$ cat config.mk
export PLATFORM = sky130hd
export DESIGN_NAME = mipsExecute
export DESIGN_NICKNAME = d
export VERILOG_FILES = /design/src/ctrlPkg.sv /design/src/mipsExecute.sv
export SDC_FILE = /design/constraint.sdc
export NUM_CORES = 2
export LEC_CHECK = 0
export BUFFER_PORTS_ARGS = -buffer_cell sky130_fd_sc_hd__buf_2
export CAP_MARGIN = 20
export CORE_ASPECT_RATIO = 0.9
export CORE_MARGIN = 2
export CORE_UTILIZATION = 30
export DETAILED_ROUTE_END_ITERATION = 7
export HOLD_SLACK_MARGIN = 0.15
export PLACE_DENSITY = 0.45
export SLEW_MARGIN = 20
export SYNTH_ARGS = -nofsm -noshare
export SYNTH_HDL_FRONTEND = slang
export SYNTH_SLANG_ARGS = --single-unit
export TNS_END_PERCENT = 100
$ cat constraint.sdc
create_clock -name clk -period 20.6 [get_ports clk]
set_clock_uncertainty 0.2 [all_clocks]
set_input_delay 4.12 -clock clk [delete_from_list [all_inputs] [get_ports clk]]
set_output_delay 4.12 -clock clk [all_outputs]
set_load 0.05 [all_outputs]
$ cat src/ctrlPkg.sv
package ctrlPkg;

    typedef enum logic [4:0] {
        aluAdd, aluSub, aluMul, aluSll, aluSrl, aluAnd, aluOr, aluXor,
        aluNor, aluSlt, aluEq, aluNe, aluGez, aluLtz, aluGtz, aluLez
    } aluOpT;

    typedef enum logic [1:0] {
        memNone = 2'b00,
        memWord = 2'b01,
        memHalf = 2'b10,
        memByte = 2'b11
    } memSizeT;

    typedef struct packed {
        logic    regWrite;
        logic    aluSrc;    // operand b from immediate
        logic    regDst;    // dest from rd, else rt
        logic    memToReg;  // writeback from load data
        logic    branch;
        memSizeT memRead;
        memSizeT memWrite;
        aluOpT   aluOp;
        logic    shiftImm;  // shift amount from shamt
        logic    zeroExt;   // logical immediates
    } ctrlT;

    typedef struct packed {
        logic        valid;
        ctrlT        ctrl;
        logic [31:0] rsVal;
        logic [31:0] rtVal;
        logic [31:0] immVal;
        logic [4:0]  shamt;
        logic [4:0]  dest;
    } exStageT;

    typedef struct packed {
        logic        valid;
        ctrlT        ctrl;
        logic [31:0] aluVal;
        logic [31:0] storeVal;
        logic [4:0]  dest;
        logic        taken;
    } resStageT;

    typedef struct packed {
        logic        valid;
        logic        regWrite;
        logic [4:0]  dest;
        logic [31:0] wbData;
        logic        branch;
        logic        taken;
        memSizeT     memWrite;
        logic [31:0] memAddr;
        logic [31:0] storeData;  // lanes already placed
    } retireT;

endpackage

$ cat src/mipsExecute.sv
module mipsExecute
    import ctrlPkg::*;
(
    input  logic     clk,
    input  logic     rstN,
    input  exStageT  exStage,
    output resStageT resStage,
    output resStageT exFwd
);

    logic [31:0] opB;
    logic [4:0]  shAmt;
    logic        cond;
    logic [31:0] aluVal;

    assign opB = exStage.ctrl.aluSrc ? exStage.immVal : exStage.rtVal;
    assign shAmt = exStage.ctrl.shiftImm ? exStage.shamt : exStage.rsVal[4:0];

    //////////////////////////////////////////////////////////////////////
    // branch condition
    //////////////////////////////////////////////////////////////////////
    always_comb begin
        case (exStage.ctrl.aluOp)
            aluEq:   cond = exStage.rsVal == exStage.rtVal;
            aluNe:   cond = exStage.rsVal != exStage.rtVal;
            aluGez:  cond = !exStage.rsVal[31];
            aluLtz:  cond = exStage.rsVal[31];
            aluGtz:  cond = !exStage.rsVal[31] && exStage.rsVal != '0;
            aluLez:  cond = exStage.rsVal[31] || exStage.rsVal == '0;
            default: cond = 1'b0;
        endcase
    end

    //////////////////////////////////////////////////////////////////////
    // ALU
    //////////////////////////////////////////////////////////////////////
    always_comb begin
        case (exStage.ctrl.aluOp)
            aluAdd:  aluVal = exStage.rsVal + opB;
            aluSub:  aluVal = exStage.rsVal - opB;
            aluMul:  aluVal = $signed(exStage.rsVal) * $signed(opB);  // low word
            aluSll:  aluVal = exStage.rtVal << shAmt;
            aluSrl:  aluVal = exStage.rtVal >> shAmt;
            aluAnd:  aluVal = exStage.rsVal & opB;
            aluOr:   aluVal = exStage.rsVal | opB;
            aluXor:  aluVal = exStage.rsVal ^ opB;
            aluNor:  aluVal = ~(exStage.rsVal | opB);
            aluSlt:  aluVal = {31'b0, $signed(exStage.rsVal) < $signed(opB)};
            default: aluVal = {31'b0, cond};  // compare ops
        endcase
    end

    // stage contents seen by decode forwarding
    always_comb begin
        exFwd.valid = exStage.valid;
        exFwd.ctrl = exStage.ctrl;
        exFwd.aluVal = aluVal;
        exFwd.storeVal = exStage.rtVal;
        exFwd.dest = exStage.dest;
        exFwd.taken = exStage.ctrl.branch && cond;
    end

    always_ff @(posedge clk or negedge rstN) begin
        if (!rstN) begin
            resStage <= '0;
        end else begin
            resStage <= exFwd;
        end
    end

endmodule

### Word level (Yosys, flattened, before mapping)

Index checks and enable logic that the tools add are counted.
W data, S select, Z words.

| storage, ports and cells | value |
|---|---|
| output and inout port bits | 174 |
| logic and storage cells | 53 |
| register bits after elaboration | 87 |
| input bits | 125 |

| cells by class | value |
|---|---|
| $add $sub $neg | 2 |
| $mul | 1 |
| equal/unequal tests | 17 |
| bitwise logic cells | 4 |
| order comparisons | 1 |
| reductions and logical operators | 7 |
| shift operators | 2 |
| multiplexer cells | 4 |

Operators by type and width:

| operator | count |
|---|---|
| $pmux W32 S10 | 1 |
| $eq A5 B4 Y1 const B | 8 |
| $add A32 B32 Y32 | 1 |
| $and A32 B32 Y32 | 1 |
| $eq A32 B32 Y1 | 1 |
| $logic_not A32 Y1 | 1 |
| $lt A32 B32 Y1 | 1 |
| $mul A32 B32 Y32 | 1 |
| $mux W32 | 1 |
| $ne A32 B32 Y1 | 1 |
| $not A32 Y32 | 1 |
| $or A32 B32 Y32 | 1 |
| $reduce_bool A32 Y1 | 1 |
| $shl A32 B5 Y32 | 1 |
| $shr A32 B5 Y32 | 1 |
| $sub A32 B32 Y32 | 1 |
| $xor A32 B32 Y32 | 1 |
| $eq A5 B3 Y1 const B | 4 |
| $eq A5 B2 Y1 const B | 2 |
| $pmux W1 S6 | 1 |
| $eq A5 B1 Y1 const B | 1 |
| $logic_not A5 Y1 | 1 |
| $mux W5 | 1 |
| $logic_and A1 B1 Y1 | 2 |
| 2 further kinds | 2 |

### Depth between registers and ports, before layout

| depth | value |
|---|---|
| depth in word-level cells | 4 |
| mapped depth | 31 |
| gate-level depth less buffers | 28 |

### Least setup slack after synthesis

OpenSTA, ideal clock, no wires.

| timing | value |
|---|---|
| kind | input port to output port |
| start | in exStage[120] (netlist bit) |
| end | out exFwd[61] (netlist bit) |
| data required time | 16.280 ns |
| arrival | 11.749 ns |
| path slack | 4.531 ns |
| path buffers | 3 |
| stages | 28 |
| cells stage by stage | buf_6 -> buf_12 -> mux2i_1 -> clkbuf_1 -> nor2_1 -> fa_1 -> fa_1 -> fa_1 -> inv_1 -> fa_1 -> inv_1 -> fa_1 -> ha_1 -> fa_1 -> inv_1 -> fa_1 -> inv_1 -> ha_1 -> a21o_1 -> or4_1 -> or4b_1 -> a31oi_2 -> o21ai_2 -> o41ai_4 -> o21a_1 -> xnor2_1 -> nand2_1 -> nand4_1 |

RTL lines:

| what | line | text |
|---|---|---|
| start, declared | mipsExecute.sv:6 | `input exStageT exStage,` |
| end, declared | mipsExecute.sv:8 | `output resStageT exFwd` |

==> results.cfg <==
[run_status]
outcome = complete, no violations

[cts]
cts_hold_buffers = 0
path_clk_slew_ns = 0.06
clock_path_buffers = 2
clock_sinks = 87
clockRootBuffer = clkbuf_16
cts_resized = 0
numCtsBuffers = 9
cts_tree = built
h-tree-depth = 3
cts_post_setup_buffers_inserted = 0

[logic_synthesis]
ys_types = 87
synth_fp_nets = 3978
synth_area_leaders = fa_1, ha_1, dfrtp_1, nor2_1, inv_1
synthArstFlopShare_pct = 100
ys_ff_latch = 87
synth-simple-area-share_pct = 14.4
synth_cells = 3197
ys_seq_area_share_pct = 8.11
synth_top_area_share_pct = 30.6
synth_edf_count = 0
synthAdderAreaFrac_pct = 42.1
synth_xor_area_share_pct = 4.73
synth_top_area_cell = fa_1
synth_ff_type = dfrtp_1
synthMuxAreaShare_pct = 7.16
synth_top_family_by_area = adder cells
yosys_warnings = 0
synth-compound-area-share_pct = 12.0
syn_area_per_cell_um2 = 8.39
syn_area_um2 = 26800

[setup_path]
path_class = in -> out
required_ns = 16.28
cp-start-kind = input port
worstPathArrival_ns = 13.57
critPathCaptureType = primary output
crit_fanout = 21

[cells_and_area]
layout-area-overhead-vs-synth_pct = 9.97
fin_nets = 4125
layout_common_cells = nor2_1, inv_1, fa_1, buf_2, ha_1
layout_commonest_cell = nor2_1
final_layout_size_suffix_gt1_share_pct = 13.6
regMostFlops = resStage
largest_reg_flops = 87
reg.largest.list = resStage (87)

[global_routing]
grt_pass1_vias = 24282
grt_pass1_wl_um = 178000
overflow = 0
antenna_found_initial = 14
grt_usage_pct = 26.8
grt_max_degree = 75

[detailed_routing]
firstDrtPassIters = 6
dr.first_iter.drc_count = 2705
vias_per_cell = 5.37
vias = 24255
post-route-drc-count = 0
totalWireLength_um = 124000
routedWlPerCell_um = 27.4
ant_nets = 0

[die]
rows = 104
io-pin-count = 299
die_area_um2 = 91900
core_um2 = 89000
die_w_um = 319
start_util_pct = 30.1
die_y_um = 288

[flow_run]
drv_cap = 0

[place]
place.port_buffers = 298
gp_congestion = 0.955
place_hpwl_um = 96400

[timing]
finalSetupViolCount = 0
fin_tns_setup_ns = 0
worstMarginPinSlew_ns = 1.13
fin_crit_ns = 17.89
rsz0062_at_grt = false
final_hold_viol_count = 0
finalCritPeriodShare_pct = 86.9
slew_headroom_pct = 23.8
clock.fmax_mhz = 55.9
final_max_slew_viol_count = 0

[hold_path]
hp-class = in -> async
[synth_stat cells, drive strengths merged (8+ instances only)]
cell	count
a2111oi	8
a211oi	15
a21o	22
a21oi	113
a221oi	43
a31oi	14
and3	8
buf	96
clkbuf	131
clkinv	11
dfrtp	87
fa	410
ha	246
inv	500
mux2	12
mux2i	149
mux4	8
nand2	235
nand2b	16
nand3	28
nand4	10
nor2	522
nor2b	18
nor3	26
nor4	23
o2111ai	13
o211ai	34
o21a	14
o21ai	121
o21bai	16
o221ai	9
o22ai	9
o31ai	8
xnor2	96
xor2	49
[layer usage]
layer  wire [um]  global-route usage, %  vias to the layer above
li1            -                      -                    10514
met1       57600                   40.1                    12501
met2       53200                   40.5                     1086
met3       10300                   4.34                      150
met4        2650                   5.57                        4
met5          28                      0                        -
[per-stage QoR]
| step | hold WS (ns) | area (um^2) | utilization, % | setup slack [ns] | instances |
|---|---|---|---|---|---|
| 5_1_grt | 3.54 | 29500 | 33.1 | 2.26 | 4513 |
| 4_1_cts | 3.53 | 29500 | 33.1 | 2.83 | 4513 |
| 3_3_place_gp | 3.92 | 29200 | 32.8 | 2.91 | 4499 |
| 3_5_place_dp | 3.92 | 29200 | 32.8 | 2.87 | 4499 |
| 6_report | 3.52 | 29500 | 33.2 | 2.71 | 4515 |
| 2_1_floorplan | 3.62 | 26800 | - | 4.53 | 3197 |
[critical path: stages]
cell	delay [ns]
buf_2	0.73
mux2i_4	1.01
clkinv_1	0.81
ha_1	0.55
fa_1	0.46
fa_1	0.41
inv_1	0.09
fa_1	0.41
inv_1	0.06
ha_1	0.22
ha_1	0.28
ha_1	0.29
ha_1	0.28
inv_1	0.04
fa_1	0.48
inv_1	0.04
ha_1	0.31
nand3_1	0.10
o22ai_1	0.18
nor4_1	0.57
o21ai_0	0.25
a31o_2	0.34
a21oi_1	0.40
a21oi_1	0.17
a31oi_1	0.25
xnor2_1	0.10
a221o_1	0.36
buf_2	0.23
[final cells by class]
class	instances	area [um^2]
multi-input cells	2372	21700
repair buffers	363	1980
diodes	2	5.00
well taps	1166	1460
clock inverters	3	21.3
clock buffers	11	243
flip-flops and latches	87	2180
fillers	9552	59500
inverters	511	1920
[path summary, 6_finish.rpt]
kind / endpoint / slack, ns / startpoint / cells after the start
max: exFwd[69] / 2.71 / exStage[120] / 28
min: resStage[37] / 3.52 / rstN / 1
max in group asynchronous: resStage[57] / 15.63 / rstN / 2
min in group clk: resStage[3] / 3.67 / exStage[2] / 1
[logic make-up (layout without fill, tap and decap cells)]
logic type,after synthesis,in the layout
AO/OA/AOI/OAI,478,478
XOR/XNOR,145,145
adder cells (fa/ha/maj),656,656
buffers and inverters,738,888
flip-flops,87,87
multiplexers,169,169
other,0,2
AND/OR/NAND/NOR,924,924
Power is left out: the tool's default activity adds up to more than one toggle a clock period on the data nets, which glitch-free logic cannot reach.
